[src/common/opnd_pkg.sv]
/*
 * Operand subsystem package
 * Register file geometry, register address and data types, the 2-bit
 * ALU opcode and the shared ALU function of the execute stage
 */
package opnd_pkg;

  //////////////////////////////////////////////////
  // Register file geometry
  //////////////////////////////////////////////////

  // 32 addresses, register 0 reads as zero
  localparam int ADDR_W   = 5;
  localparam int DATA_W   = 32;
  localparam int NUM_REGS = 2 ** ADDR_W;

  typedef logic [ADDR_W-1:0] reg_addr_t;
  typedef logic [DATA_W-1:0] reg_data_t;

  //////////////////////////////////////////////////
  // ALU opcodes
  //////////////////////////////////////////////////

  // Only OP_ADD3 reads the third source
  typedef enum logic [1:0] {
    OP_ADD  = 2'b00,
    OP_SUB  = 2'b01,
    OP_XOR  = 2'b10,
    OP_ADD3 = 2'b11
  } alu_op_e;

  // Result of one operation, all arithmetic wraps modulo 2^32
  function automatic reg_data_t alu_compute(alu_op_e op, reg_data_t a, reg_data_t b,
                                            reg_data_t c);
    reg_data_t res;
    res = '0;
    unique case (op)
      OP_ADD:  res = a + b;
      OP_SUB:  res = a - b;
      OP_XOR:  res = a ^ b;
      OP_ADD3: res = a + b + c;
      default: res = '0;
    endcase
    return res;
  endfunction

endpackage

[src/common/issue_if.sv]
/*
 * Issue bus between issue stage and execute stage
 * One operation per valid/ready transfer: opcode, destination
 * and the three operand values read from the register file
 */
interface issue_if;
  import opnd_pkg::*;

  // Handshake
  logic      valid;
  logic      ready;

  // Operation payload
  alu_op_e   op;
  reg_addr_t rd;
  // Operand values, opc only matters for OP_ADD3
  reg_data_t opa;
  reg_data_t opb;
  reg_data_t opc;

  // Producer side, held by the issue stage
  modport issue (
    output valid, op, rd, opa, opb, opc,
    input  ready
  );

  // Consumer side, held by the execute stage
  modport exec (
    input  valid, op, rd, opa, opb, opc,
    output ready
  );

endinterface

[src/regfile/regfile_3r2w.sv]
/*
 * Flip-flop register file, 31 usable registers of 32 bits
 * Register 0 is a constant zero and ignores writes
 * Three combinational read ports, two write ports, and port B
 * wins when both ports write the same register at one edge
 */
module regfile_3r2w (
  input  logic                clk,
  input  logic                rst_n,

  // Read ports
  input  opnd_pkg::reg_addr_t raddr_a_i,
  input  opnd_pkg::reg_addr_t raddr_b_i,
  input  opnd_pkg::reg_addr_t raddr_c_i,
  output opnd_pkg::reg_data_t rdata_a_o,
  output opnd_pkg::reg_data_t rdata_b_o,
  output opnd_pkg::reg_data_t rdata_c_o,

  // Write port A from the execute stage write-back
  input  logic                we_a_i,
  input  opnd_pkg::reg_addr_t waddr_a_i,
  input  opnd_pkg::reg_data_t wdata_a_i,

  // Write port B from the external writer
  input  logic                we_b_i,
  input  opnd_pkg::reg_addr_t waddr_b_i,
  input  opnd_pkg::reg_data_t wdata_b_i
);
  import opnd_pkg::*;

  // Storage for registers 1..31 only
  reg_data_t [NUM_REGS-1:1] rf_q;
  // Full view including the zero register for the read muxes
  reg_data_t [NUM_REGS-1:0] rf_all;

  // One write enable per register and port
  logic [NUM_REGS-1:1] we_a_dec;
  logic [NUM_REGS-1:1] we_b_dec;

  //////////////////////////////////////////////////
  // Write address decode
  //////////////////////////////////////////////////

  always_comb begin
    for (int i = 1; i < NUM_REGS; i++) begin
      we_a_dec[i] = we_a_i && (waddr_a_i == reg_addr_t'(i));
      we_b_dec[i] = we_b_i && (waddr_b_i == reg_addr_t'(i));
    end
  end

  //////////////////////////////////////////////////
  // Register storage
  //////////////////////////////////////////////////

  for (genvar i = 1; i < NUM_REGS; i++) begin : g_reg
    always_ff @(posedge clk or negedge rst_n) begin
      if (!rst_n) begin
        rf_q[i] <= '0;
      end else if (we_b_dec[i]) begin
        // External writer has priority
        rf_q[i] <= wdata_b_i;
      end else if (we_a_dec[i]) begin
        rf_q[i] <= wdata_a_i;
      end
    end
  end

  // Register 0 tied off below the stored words
  assign rf_all = {rf_q, {DATA_W{1'b0}}};

  // Combinational reads from the current state
  assign rdata_a_o = rf_all[raddr_a_i];
  assign rdata_b_o = rf_all[raddr_b_i];
  assign rdata_c_o = rf_all[raddr_c_i];

  // Port B data lands in its register even when port A hits the same one
  a_port_b_wins : assert property (@(posedge clk) disable iff (!rst_n)
    (we_b_i && (waddr_b_i != '0)) |=> (rf_all[$past(waddr_b_i)] == $past(wdata_b_i)))
    else $error("port B write lost");

endmodule

[src/source/operand_issue.sv]
/*
 * Issue stage
 * Accepts requests over valid/ready, reads up to three operands
 * from the register file and passes them to the execute stage
 * Stalls a request whose source is the pending destination
 */
module operand_issue (
  input  logic                clk,
  input  logic                rst_n,

  // Request stream
  input  logic                instr_valid_i,
  output logic                instr_ready_o,
  input  opnd_pkg::alu_op_e   instr_op_i,
  input  opnd_pkg::reg_addr_t instr_rs1_i,
  input  opnd_pkg::reg_addr_t instr_rs2_i,
  input  opnd_pkg::reg_addr_t instr_rs3_i,
  input  opnd_pkg::reg_addr_t instr_rd_i,

  // Register file read ports
  output opnd_pkg::reg_addr_t raddr_a_o,
  output opnd_pkg::reg_addr_t raddr_b_o,
  output opnd_pkg::reg_addr_t raddr_c_o,
  input  opnd_pkg::reg_data_t rdata_a_i,
  input  opnd_pkg::reg_data_t rdata_b_i,
  input  opnd_pkg::reg_data_t rdata_c_i,

  // Destination still held by the execute stage
  input  logic                pend_valid_i,
  input  opnd_pkg::reg_addr_t pend_rd_i,

  issue_if.issue              iss
);
  import opnd_pkg::*;

  logic uses_rs3;
  logic pend_live;
  logic hit_rs1;
  logic hit_rs2;
  logic hit_rs3;
  logic hazard;

  // Sources go straight to the read ports
  assign raddr_a_o = instr_rs1_i;
  assign raddr_b_o = instr_rs2_i;
  assign raddr_c_o = instr_rs3_i;

  //////////////////////////////////////////////////
  // Hazard check against the pending destination
  //////////////////////////////////////////////////

  assign uses_rs3 = (instr_op_i == OP_ADD3);
  // A pending write to register 0 never blocks anything
  assign pend_live = pend_valid_i && (pend_rd_i != '0);

  assign hit_rs1 = pend_live && (pend_rd_i == instr_rs1_i);
  assign hit_rs2 = pend_live && (pend_rd_i == instr_rs2_i);
  assign hit_rs3 = pend_live && uses_rs3 && (pend_rd_i == instr_rs3_i);
  assign hazard  = hit_rs1 || hit_rs2 || hit_rs3;

  // Offer the operation only once its sources are settled
  assign iss.valid = instr_valid_i && !hazard;
  assign iss.op    = instr_op_i;
  assign iss.rd    = instr_rd_i;
  assign iss.opa   = rdata_a_i;
  assign iss.opb   = rdata_b_i;
  assign iss.opc   = rdata_c_i;

  // Execute stage room and no hazard
  assign instr_ready_o = iss.ready && !hazard;

  // A transfer leaves its destination pending for the next stall check
  a_pend_follows_issue : assert property (@(posedge clk) disable iff (!rst_n)
    (iss.valid && iss.ready) |=> (pend_valid_i && (pend_rd_i == $past(instr_rd_i))))
    else $error("issued destination not pending in the execute stage");

endmodule

[src/source/exec_stage.sv]
/*
 * Execute stage
 * Computes one ALU operation per transfer and holds the result
 * with its destination until the result stream accepts it
 * The accepted result is written back through write port A
 */
module exec_stage (
  input  logic                clk,
  input  logic                rst_n,

  issue_if.exec               iss,

  // Result stream
  output logic                result_valid_o,
  input  logic                result_ready_i,
  output opnd_pkg::reg_addr_t result_rd_o,
  output opnd_pkg::reg_data_t result_data_o,

  // Pending destination for the stall check
  output logic                pend_valid_o,
  output opnd_pkg::reg_addr_t pend_rd_o,

  // Write port A
  output logic                wa_we_o,
  output opnd_pkg::reg_addr_t wa_addr_o,
  output opnd_pkg::reg_data_t wa_data_o
);
  import opnd_pkg::*;

  logic      res_valid_q;
  reg_addr_t res_rd_q;
  reg_data_t res_data_q;

  logic      take;
  logic      retire;
  reg_data_t alu_res;

  // Room when empty or when the held result leaves this cycle
  assign iss.ready = !res_valid_q || result_ready_i;
  assign take      = iss.valid && iss.ready;
  assign retire    = res_valid_q && result_ready_i;

  assign alu_res = alu_compute(iss.op, iss.opa, iss.opb, iss.opc);

  //////////////////////////////////////////////////
  // Result register
  //////////////////////////////////////////////////

  always_ff @(posedge clk or negedge rst_n) begin
    if (!rst_n) begin
      res_valid_q <= 1'b0;
    end else if (take) begin
      res_valid_q <= 1'b1;
    end else if (retire) begin
      res_valid_q <= 1'b0;
    end
  end

  // Payload only loads on a transfer
  always_ff @(posedge clk) begin
    if (take) begin
      res_rd_q   <= iss.rd;
      res_data_q <= alu_res;
    end
  end

  assign result_valid_o = res_valid_q;
  assign result_rd_o    = res_rd_q;
  assign result_data_o  = res_data_q;

  assign pend_valid_o = res_valid_q;
  assign pend_rd_o    = res_rd_q;

  // Write-back on the same edge as the result handshake
  // A result for rd 0 goes out too, the register file drops it
  assign wa_we_o   = retire;
  assign wa_addr_o = res_rd_q;
  assign wa_data_o = res_data_q;

  // Back-pressure holds the offered result unchanged
  a_result_hold : assert property (@(posedge clk) disable iff (!rst_n)
    (result_valid_o && !result_ready_i) |=>
      (result_valid_o && $stable(result_rd_o) && $stable(result_data_o)))
    else $error("result changed while stalled");

endmodule

[src/source/operand_core_top.sv]
/*
 * Operand subsystem top level
 * Register file, issue stage and execute stage, with a request
 * stream in, a result stream out and an external write port
 */
module operand_core_top (
  input  logic                clk,
  input  logic                rst_n,

  // Request stream
  input  logic                instr_valid_i,
  output logic                instr_ready_o,
  input  opnd_pkg::alu_op_e   instr_op_i,
  input  opnd_pkg::reg_addr_t instr_rs1_i,
  input  opnd_pkg::reg_addr_t instr_rs2_i,
  input  opnd_pkg::reg_addr_t instr_rs3_i,
  input  opnd_pkg::reg_addr_t instr_rd_i,

  // Result stream
  output logic                result_valid_o,
  input  logic                result_ready_i,
  output opnd_pkg::reg_addr_t result_rd_o,
  output opnd_pkg::reg_data_t result_data_o,

  // External writer on port B, always taken
  input  logic                ext_we_i,
  input  opnd_pkg::reg_addr_t ext_waddr_i,
  input  opnd_pkg::reg_data_t ext_wdata_i
);
  import opnd_pkg::*;

  // Read ports
  reg_addr_t raddr_a;
  reg_addr_t raddr_b;
  reg_addr_t raddr_c;
  reg_data_t rdata_a;
  reg_data_t rdata_b;
  reg_data_t rdata_c;

  // Pending destination
  logic      pend_valid;
  reg_addr_t pend_rd;

  // Write-back on port A
  logic      wa_we;
  reg_addr_t wa_addr;
  reg_data_t wa_data;

  issue_if iss_bus ();

  regfile_3r2w u_regfile (
    .clk       (clk),
    .rst_n     (rst_n),
    .raddr_a_i (raddr_a),
    .raddr_b_i (raddr_b),
    .raddr_c_i (raddr_c),
    .rdata_a_o (rdata_a),
    .rdata_b_o (rdata_b),
    .rdata_c_o (rdata_c),
    .we_a_i    (wa_we),
    .waddr_a_i (wa_addr),
    .wdata_a_i (wa_data),
    .we_b_i    (ext_we_i),
    .waddr_b_i (ext_waddr_i),
    .wdata_b_i (ext_wdata_i)
  );

  operand_issue u_issue (
    .clk           (clk),
    .rst_n         (rst_n),
    .instr_valid_i (instr_valid_i),
    .instr_ready_o (instr_ready_o),
    .instr_op_i    (instr_op_i),
    .instr_rs1_i   (instr_rs1_i),
    .instr_rs2_i   (instr_rs2_i),
    .instr_rs3_i   (instr_rs3_i),
    .instr_rd_i    (instr_rd_i),
    .raddr_a_o     (raddr_a),
    .raddr_b_o     (raddr_b),
    .raddr_c_o     (raddr_c),
    .rdata_a_i     (rdata_a),
    .rdata_b_i     (rdata_b),
    .rdata_c_i     (rdata_c),
    .pend_valid_i  (pend_valid),
    .pend_rd_i     (pend_rd),
    .iss           (iss_bus.issue)
  );

  exec_stage u_exec (
    .clk            (clk),
    .rst_n          (rst_n),
    .iss            (iss_bus.exec),
    .result_valid_o (result_valid_o),
    .result_ready_i (result_ready_i),
    .result_rd_o    (result_rd_o),
    .result_data_o  (result_data_o),
    .pend_valid_o   (pend_valid),
    .pend_rd_o      (pend_rd),
    .wa_we_o        (wa_we),
    .wa_addr_o      (wa_addr),
    .wa_data_o      (wa_data)
  );

endmodule

[config.mk]
export PLATFORM = sky130hd
export DESIGN_NAME = operand_core_top
export DESIGN_NICKNAME = d
export VERILOG_FILES = /design/src/common/opnd_pkg.sv /design/src/common/issue_if.sv /design/src/regfile/regfile_3r2w.sv /design/src/source/operand_issue.sv /design/src/source/exec_stage.sv /design/src/source/operand_core_top.sv
export SDC_FILE = /design/constraint.sdc
export NUM_CORES = 2
export LEC_CHECK = 0
export BUFFER_PORTS_ARGS = -buffer_cell sky130_fd_sc_hd__buf_2
export CAP_MARGIN = 20
export CORE_UTILIZATION = 55
export DETAILED_ROUTE_END_ITERATION = 16
export GPL_TIMING_DRIVEN = 0
export PLACE_DENSITY = 0.74
export SYNTH_ARGS = -nofsm -noshare
export SYNTH_HDL_FRONTEND = slang
export SYNTH_HIERARCHICAL = 1
export SYNTH_SLANG_ARGS = --single-unit
[constraint.sdc]
create_clock -name clk -period 5.5 [get_ports clk]
set_input_delay 0.275 -clock clk [delete_from_list [all_inputs] [get_ports clk]]
set_output_delay 0.275 -clock clk [all_outputs]
set_load 0.005 [all_outputs]
Word-level counts from Yosys, hierarchy flattened
Index checks and enable logic that the tools add are counted.
{"block": "word_totals", "register_bits": 1030, "mem_bits_rw": 0, "latchBits": 0, "romBits": 0, "mem_count": 0}
{"block": "op_classes", "mul": 0, "magnitude_cmp": 3, "add_sub_neg": 3, "n_reduce_logical": 110, "div_mod_pow": 0, "shift": 0, "mux": 71, "n_bitwise": 1, "eq_ne": 68}
{"op": "$mux W32", "count": 65}
{"op": "$bmux W32 S5", "count": 3}
{"op": "$eq A5 B5 Y1 const B", "count": 32}
{"op": "$pmux W32 S4", "count": 1}
{"op": "$eq A5 B4 Y1 const B", "count": 16}
{"op": "$logic_and A1 B1 Y1", "count": 71}
{"op": "$add A32 B32 Y32", "count": 2}
{"op": "$reduce_bool A2 Y1", "count": 32}
{"op": "$eq A5 B3 Y1 const B", "count": 8}
{"op": "$sub A32 B32 Y32", "count": 1}
{"op": "$xor A32 B32 Y32", "count": 1}
{"op": "$eq A5 B2 Y1 const B", "count": 4}
{"op": "$lt A5 B6 Y1 const B", "count": 3}
{"op": "$eq A5 B5 Y1", "count": 3}
{"op": "$eq A5 B1 Y1 const B", "count": 2}
{"op": "$reduce_bool A5 Y1", "count": 1}
{"op": "$eq A2 B2 Y1 const B", "count": 2}
{"op": "$logic_or A1 B1 Y1", "count": 3}
{"op": "$eq A2 B1 Y1 const B", "count": 1}
{"op": "$logic_not A1 Y1", "count": 2}
{"op": "$logic_not A2 Y1", "count": 1}
{"op": "$mux W1", "count": 2}

Logic depth before layout (Yosys ltp)
{"block": "logic_depth", "word_depth": 9, "mapped_depth": 33, "depth_no_buf": 26}

By module
Netlist, hierarchy kept.
{"mod": "regfile_3r2w", "seq_area_each_um2": 24823.8, "cells_each": 6624, "instances": 1, "area_each_um2": 70261.1}
{"mod": "exec_stage", "seq_area_each_um2": 1136.1, "cells_each": 946, "instances": 1, "area_each_um2": 7509.7}
{"mod": "operand_issue", "seq_area_each_um2": 0.0, "cells_each": 148, "instances": 1, "area_each_um2": 1096.1}

Worst setup path before layout
OpenSTA, ideal clock, no wires.
{"block": "synth_timing", "path_type": "input to register", "from": "input instr_rs1_i[0]", "to": "register u_exec.res_data_q[27] (netlist: u_exec/result_data_o[27]) (data pin)", "cell_stages": 29, "setup_ns": 0.272, "slack_ns": -0.780, "required_time_ns": 5.228, "t_arrival_ns": 6.008, "path_cell_list": "buf_4 > buf_2 > buf_6 > buf_2 > mux4_2 > a22o_1 > o21ai_1 > o31ai_1 > buf_4 > ha_1 > buf_6 > or3_4 > o21ai_1 > a21oi_2 > o41ai_1 > a31o_2 > nand2_1 > a21oi_1 > nor2_1 > xor2_1 > ha_1 > nand2_1 > o21ai_0 > o41ai_1 > nand2_1 > a311oi_2 > o21ai_1 > xor2_1 > mux4_2"}
{"block": "synth_between", "elab_chain_len": 5}
{"element": "start: declaration", "line_no": "operand_core_top.sv:14", "text": "input opnd_pkg::reg_addr_t instr_rs1_i,"}
{"element": "$bmux W32 S5 (*)", "line_no": "regfile_3r2w.sv:72", "text": "assign rdata_a_o = rf_all[raddr_a_i];"}
{"element": "$mux W32 (implied by the code) (*)", "line_no": "regfile_3r2w.sv:72"}
{"element": "net rdata_a[5]", "line_no": "operand_core_top.sv:36", "text": "reg_data_t rdata_a;"}
{"element": "$add A32 B32 Y32", "line_no": "opnd_pkg.sv:38, opnd_pkg.sv:41"}
{"element": "$add A32 B32 Y32", "line_no": "opnd_pkg.sv:41", "text": "OP_ADD3: res = a + b + c;"}
{"element": "$pmux W32 S4 (*)", "line_no": "opnd_pkg.sv:37", "text": "unique case (op)"}
{"element": "net u_exec.alu_res[27]", "line_no": "exec_stage.sv:36", "text": "reg_data_t alu_res;"}
{"element": "end signal: assignment", "line_no": "exec_stage.sv:63", "text": "res_data_q <= alu_res;"}
{"element": "end: declaration", "line_no": "exec_stage.sv:32", "text": "reg_data_t res_data_q;"}
The timed path passes the listed nets; every way through them passes the cells marked *. The select of a mux whose other input is x is not followed.
A chain may end at the register's enable or synchronous reset.

Worst setup path after layout
{"block": "layout_timing", "from": "input instr_rs3_i[1]", "to": "register u_exec.res_data_q[30] (netlist: u_exec/result_data_o[30]) (data pin)"}
{"block": "layout_between", "elab_chain_len": 4}
{"element": "start: declaration", "line_no": "operand_core_top.sv:16", "text": "input opnd_pkg::reg_addr_t instr_rs3_i,"}
{"element": "$bmux W32 S5", "line_no": "regfile_3r2w.sv:74", "text": "assign rdata_c_o = rf_all[raddr_c_i];"}
{"element": "$mux W32 (implied by the code)", "line_no": "regfile_3r2w.sv:74"}
{"element": "net rdata_c[0]", "line_no": "operand_core_top.sv:38", "text": "reg_data_t rdata_c;"}
{"element": "$add A32 B32 Y32", "line_no": "opnd_pkg.sv:41"}
{"element": "$pmux W32 S4", "line_no": "opnd_pkg.sv:37"}
{"element": "net u_exec.alu_res[30]", "line_no": "exec_stage.sv:36"}
The timed path passes the listed nets, and every way through them passes these cells. The select of a mux whose other input is x is not followed.

==> out/metrics.csv <==
metric,value,unit
routed vias,72000,
leading area contributor after synthesis,sky130_fd_sc_hd__dfrtp_1,
Port Buffers,93,
GRT Resource Usage Total,50.7,%
Core Footprint,142000,sq um
non-filler instance count after layout,10000,
number of synthesized flops with an enable pin,37,
TritonCTS clock tree,yes,
DRC marker count from the first detailed-route iteration,12200,
Residual DRC,0,
setup TNS,-10.80,ns
leading cell types by total area after synthesis,"sky130_fd_sc_hd__dfrtp_1 (32%), sky130_fd_sc_hd__mux4_2 (17%), sky130_fd_sc_hd__mux2i_1 (16%)",
share of synthesized registers carrying an async set or reset,96.4,%
leading post-synthesis cells by instance count,"sky130_fd_sc_hd__mux2i_1 (1288), sky130_fd_sc_hd__dfrtp_1 (993), sky130_fd_sc_hd__nor2_1 (876)",
sequential share of the synthesized area,32.9,%
clock buffer count from CTS,120,
clock share of power,18.4,%
area fraction of the dominant cell type after synthesis,31.5,%
Worst Setup Start Kind,primary input,
data required time at the worst endpoint,5.98,ns
violated checks,setup timing,
post-synthesis instance total,7718,
via count of the first global-routing pass,69200,
synthesized-area fraction occupied by xor and xnor cells,0.955,%
combinational cell fraction of total power,50.1,%
Max Slew Vio Count,0,
share of the synthesized area in compound gates (AO/OA/AOI/OAI),15.8,%
Clock Latency Late Sink,0.79,ns
r2r setup slk,-0.84,ns
Power Total,45.3,mW
kind of path behind the tightest hold check,primary input to asynchronous set/reset pin,
crit path capture,u_exec/result_data_o[30]$_DFFE_PP_,
placed cells,9716,
post-route cell area,89300,sq um
number of levels the H-tree was split into,3,
met2 Usage GRT,70.9,%
highest attainable clock frequency,0.155,GHz
buffer cell driving the clock tree root,sky130_fd_sc_hd__clkbuf_16,
global-route wire length before repair,517000,microns
post-synthesis net count,7880,
die span in x,381,microns
R2R depth,27,
Final Hold Slack,0.0767,ns
count of TritonRoute iterations in the first routing pass,7,
Switch Pwr,19.6,mW
post-detailed-routing wire length,376000,microns
Peak supply drop,0.683,mV
routability cong.,1.05,
met3 usage,22.4,%
result of the run,"finished, violations left",
reported leakage power,38.1,nW
initial antenna violation count,7,
synthesis-to-layout area growth,13.2,%
most repeated cell in the gate-level netlist after synthesis,sky130_fd_sc_hd__mux2i_1,
Die ar.,145000,sq um
clock sinks,1030,
mean post-synth cell area,10.2,sq um
Crit. End Element,flop,
buffer levels on the longest clock path,3,
GRT Residual Overflow,0,
remaining antenna violation count after routing,0,
number of synthesis warnings,6,
Cell variety after synth,94,
headroom to the max-slew limit,17.0,%
number of setup violations in the final report,20,
net count reported at finish,8215,
predominant post-synthesis flop cell,sky130_fd_sc_hd__dfrtp_1,
Setup CP Type,primary input to flop,
pwr/cell area,507,nW/um^2
final critical delay including setup and external delays,6.47,ns
via density per instance,7.17,
Mapped Area,78900,sq um
worst slack at placement,-4.21,ns
period utilisation layout,118,%
placed wire-length estimate,302000,microns
Crit path arrival time,6.95,ns
fraction of final layout cells with drive strength greater than 1,22.2,%
r2r endpoint,u_exec/result_data_o[24]$_DFFE_PP_,
internal portion of total power,25.8,mW
adder-cell share of the synthesized area,1.58,%
transition time of the tightest slew-check pin,1.25,ns
proportion of synthesized area in mux cells,34.3,%
die extent in y,381,microns
core utilization of the finished layout,62.9,%
source of the worst register-to-register timing path,u_regfile/rf_all[776]$_DFFE_PN0P_,
least setup slack across all paths after layout,-0.966,ns
Placed Area,82300,sq um
synthesized-area fraction occupied by and/or/nand/nor cells,7.68,%
"Max FO, Critical Path",10,
flip-flop and latch count after synthesis,1030,
worst clock skew,0.0910,ns
number of placement rows,138,
Reg power frac,31.5,%
switch share,43.2,%
number of hold-slack violations in the final timing report,0,
grt met1 use,63.0,%
setup repair after global routing missed its margin,yes,
number of maximum-capacitance violations,0,
start point of the critical path,instr_rs3_i[1],
main combinational cell family by area after synthesis,multiplexers,
I/O pins,103,
routed len/inst,37.5,microns
clock edge transition at the registers on the reported setup and hold paths,0.06,ns
starting density of the core,55.6,%
most used routing layer in global routing,met2,
largest net degree at the start of global routing,165,
==> state kept, by name, summed over array words and instances, names as in the netlist <==
name,count
u_regfile/rf_all,992
u_exec/result_data_o,32
u_exec/pend_valid_o,1
u_exec/pend_rd_o,5
==> routing by layer <==
metal	wire length [microns]	part of all wire (%)
met3	59800	16
met5	78	0.021
met1	132000	35
met2	153000	41
met4	31800	8.5
==> critical path: stages <==
cell and delay, ns:
sky130_fd_sc_hd__buf_2 0.11, sky130_fd_sc_hd__buf_4 0.10, sky130_fd_sc_hd__buf_2 0.36, sky130_fd_sc_hd__buf_2 0.49, sky130_fd_sc_hd__nand2_1 0.43, sky130_fd_sc_hd__clkbuf_1 0.46
sky130_fd_sc_hd__o22ai_1 0.57, sky130_fd_sc_hd__a211oi_1 0.13, sky130_fd_sc_hd__o31ai_1 0.71, sky130_fd_sc_hd__buf_4 0.23, sky130_fd_sc_hd__ha_1 0.20, sky130_fd_sc_hd__inv_1 0.07
sky130_fd_sc_hd__fa_1 0.42, sky130_fd_sc_hd__nor2b_1 0.24, sky130_fd_sc_hd__o31ai_2 0.15, sky130_fd_sc_hd__a21oi_1 0.30, sky130_fd_sc_hd__a211o_1 0.23, sky130_fd_sc_hd__buf_4 0.12
sky130_fd_sc_hd__a41o_1 0.26, sky130_fd_sc_hd__a21oi_4 0.08, sky130_fd_sc_hd__buf_12 0.15, sky130_fd_sc_hd__o41ai_1 0.38, sky130_fd_sc_hd__xor2_1 0.13, sky130_fd_sc_hd__a22oi_1 0.17
sky130_fd_sc_hd__o21ai_1 0.13
==> placed cells by master, fill, tap and decap left out, types with 80 or more instances in the layout <==
master,count
sky130_fd_sc_hd__buf_2,250
sky130_fd_sc_hd__a21oi_1,844
sky130_fd_sc_hd__nor2_1,869
sky130_fd_sc_hd__o22ai_1,97
sky130_fd_sc_hd__nand2_1,293
sky130_fd_sc_hd__buf_4,264
sky130_fd_sc_hd__ha_1,80
sky130_fd_sc_hd__mux2_2,97
sky130_fd_sc_hd__a211oi_1,86
sky130_fd_sc_hd__a22o_1,265
sky130_fd_sc_hd__o21ai_0,225
sky130_fd_sc_hd__and2_1,106
sky130_fd_sc_hd__o21ai_1,100
sky130_fd_sc_hd__mux2i_1,1288
sky130_fd_sc_hd__dfrtp_1,993
sky130_fd_sc_hd__clkbuf_16,121
sky130_fd_sc_hd__clkbuf_1,562
sky130_fd_sc_hd__mux4_2,579
==> timing repair <==
action / in CTS / in global routing
setup buffers: 74 / 14
endpoints found under the hold margin: 242 / 0
hold buffers: 40 / 0
endpoints found under the setup margin: 27 / 22
pin swaps: 99 / 43
gates resized for setup: 381 / 71
==> power groups by stage <==
stage / clock (mW) / sequential, mW / combinational, mW
2_1_floorplan: 0 / 12.8 / 13.8
3_3_place_gp: 0 / 13.7 / 19.2
3_5_place_dp: 0 / 14.0 / 19.6
4_1_cts: 8.32 / 13.9 / 21.3
5_1_grt: 8.58 / 14.5 / 23.6
6_report: 8.32 / 14.3 / 22.7
==> cell type report <==
type	instances	area, sq um
clock inverter	44	547
fill	11700	52600
timing repair buffer	241	2040
clock buffer	175	3460
inverter	80	323
buffer	993	5240
sequential	1030	26000
multi-input combinational	5587	49400
tap	1890	2360
antenna	2	5.00
==> cell families (layout without fill, tap and decap cells) <==
group | Yosys count | after routing
compound gates | 2004 | 2004
xor+xnor | 86 | 86
fa+ha+maj | 98 | 98
buf+inv | 1101 | 1533
flops | 1030 | 1030
mux | 1964 | 1964
other cells | 0 | 2
simple gates | 1435 | 1435
==> worst min-delay path by stage <==
stage,startpoint,endpoint,cells after the start
after CTS,rst_n,u_regfile/rf_all[729]$_DFFE_PN0P_,2
final,rst_n,u_regfile/rf_all[729]$_DFFE_PN0P_,2
after detailed placement,rst_n,u_regfile/rf_all[729]$_DFFE_PN0P_,1
after global placement,instr_rd_i[1],u_exec/pend_rd_o[1]$_DFFE_PP_,1
after global routing,rst_n,u_regfile/rf_all[728]$_DFFE_PN0P_,2
after floorplan,rst_n,u_exec/pend_valid_o$_DFFE_PN0P_,0
Power figures use the tool's default switching activity.
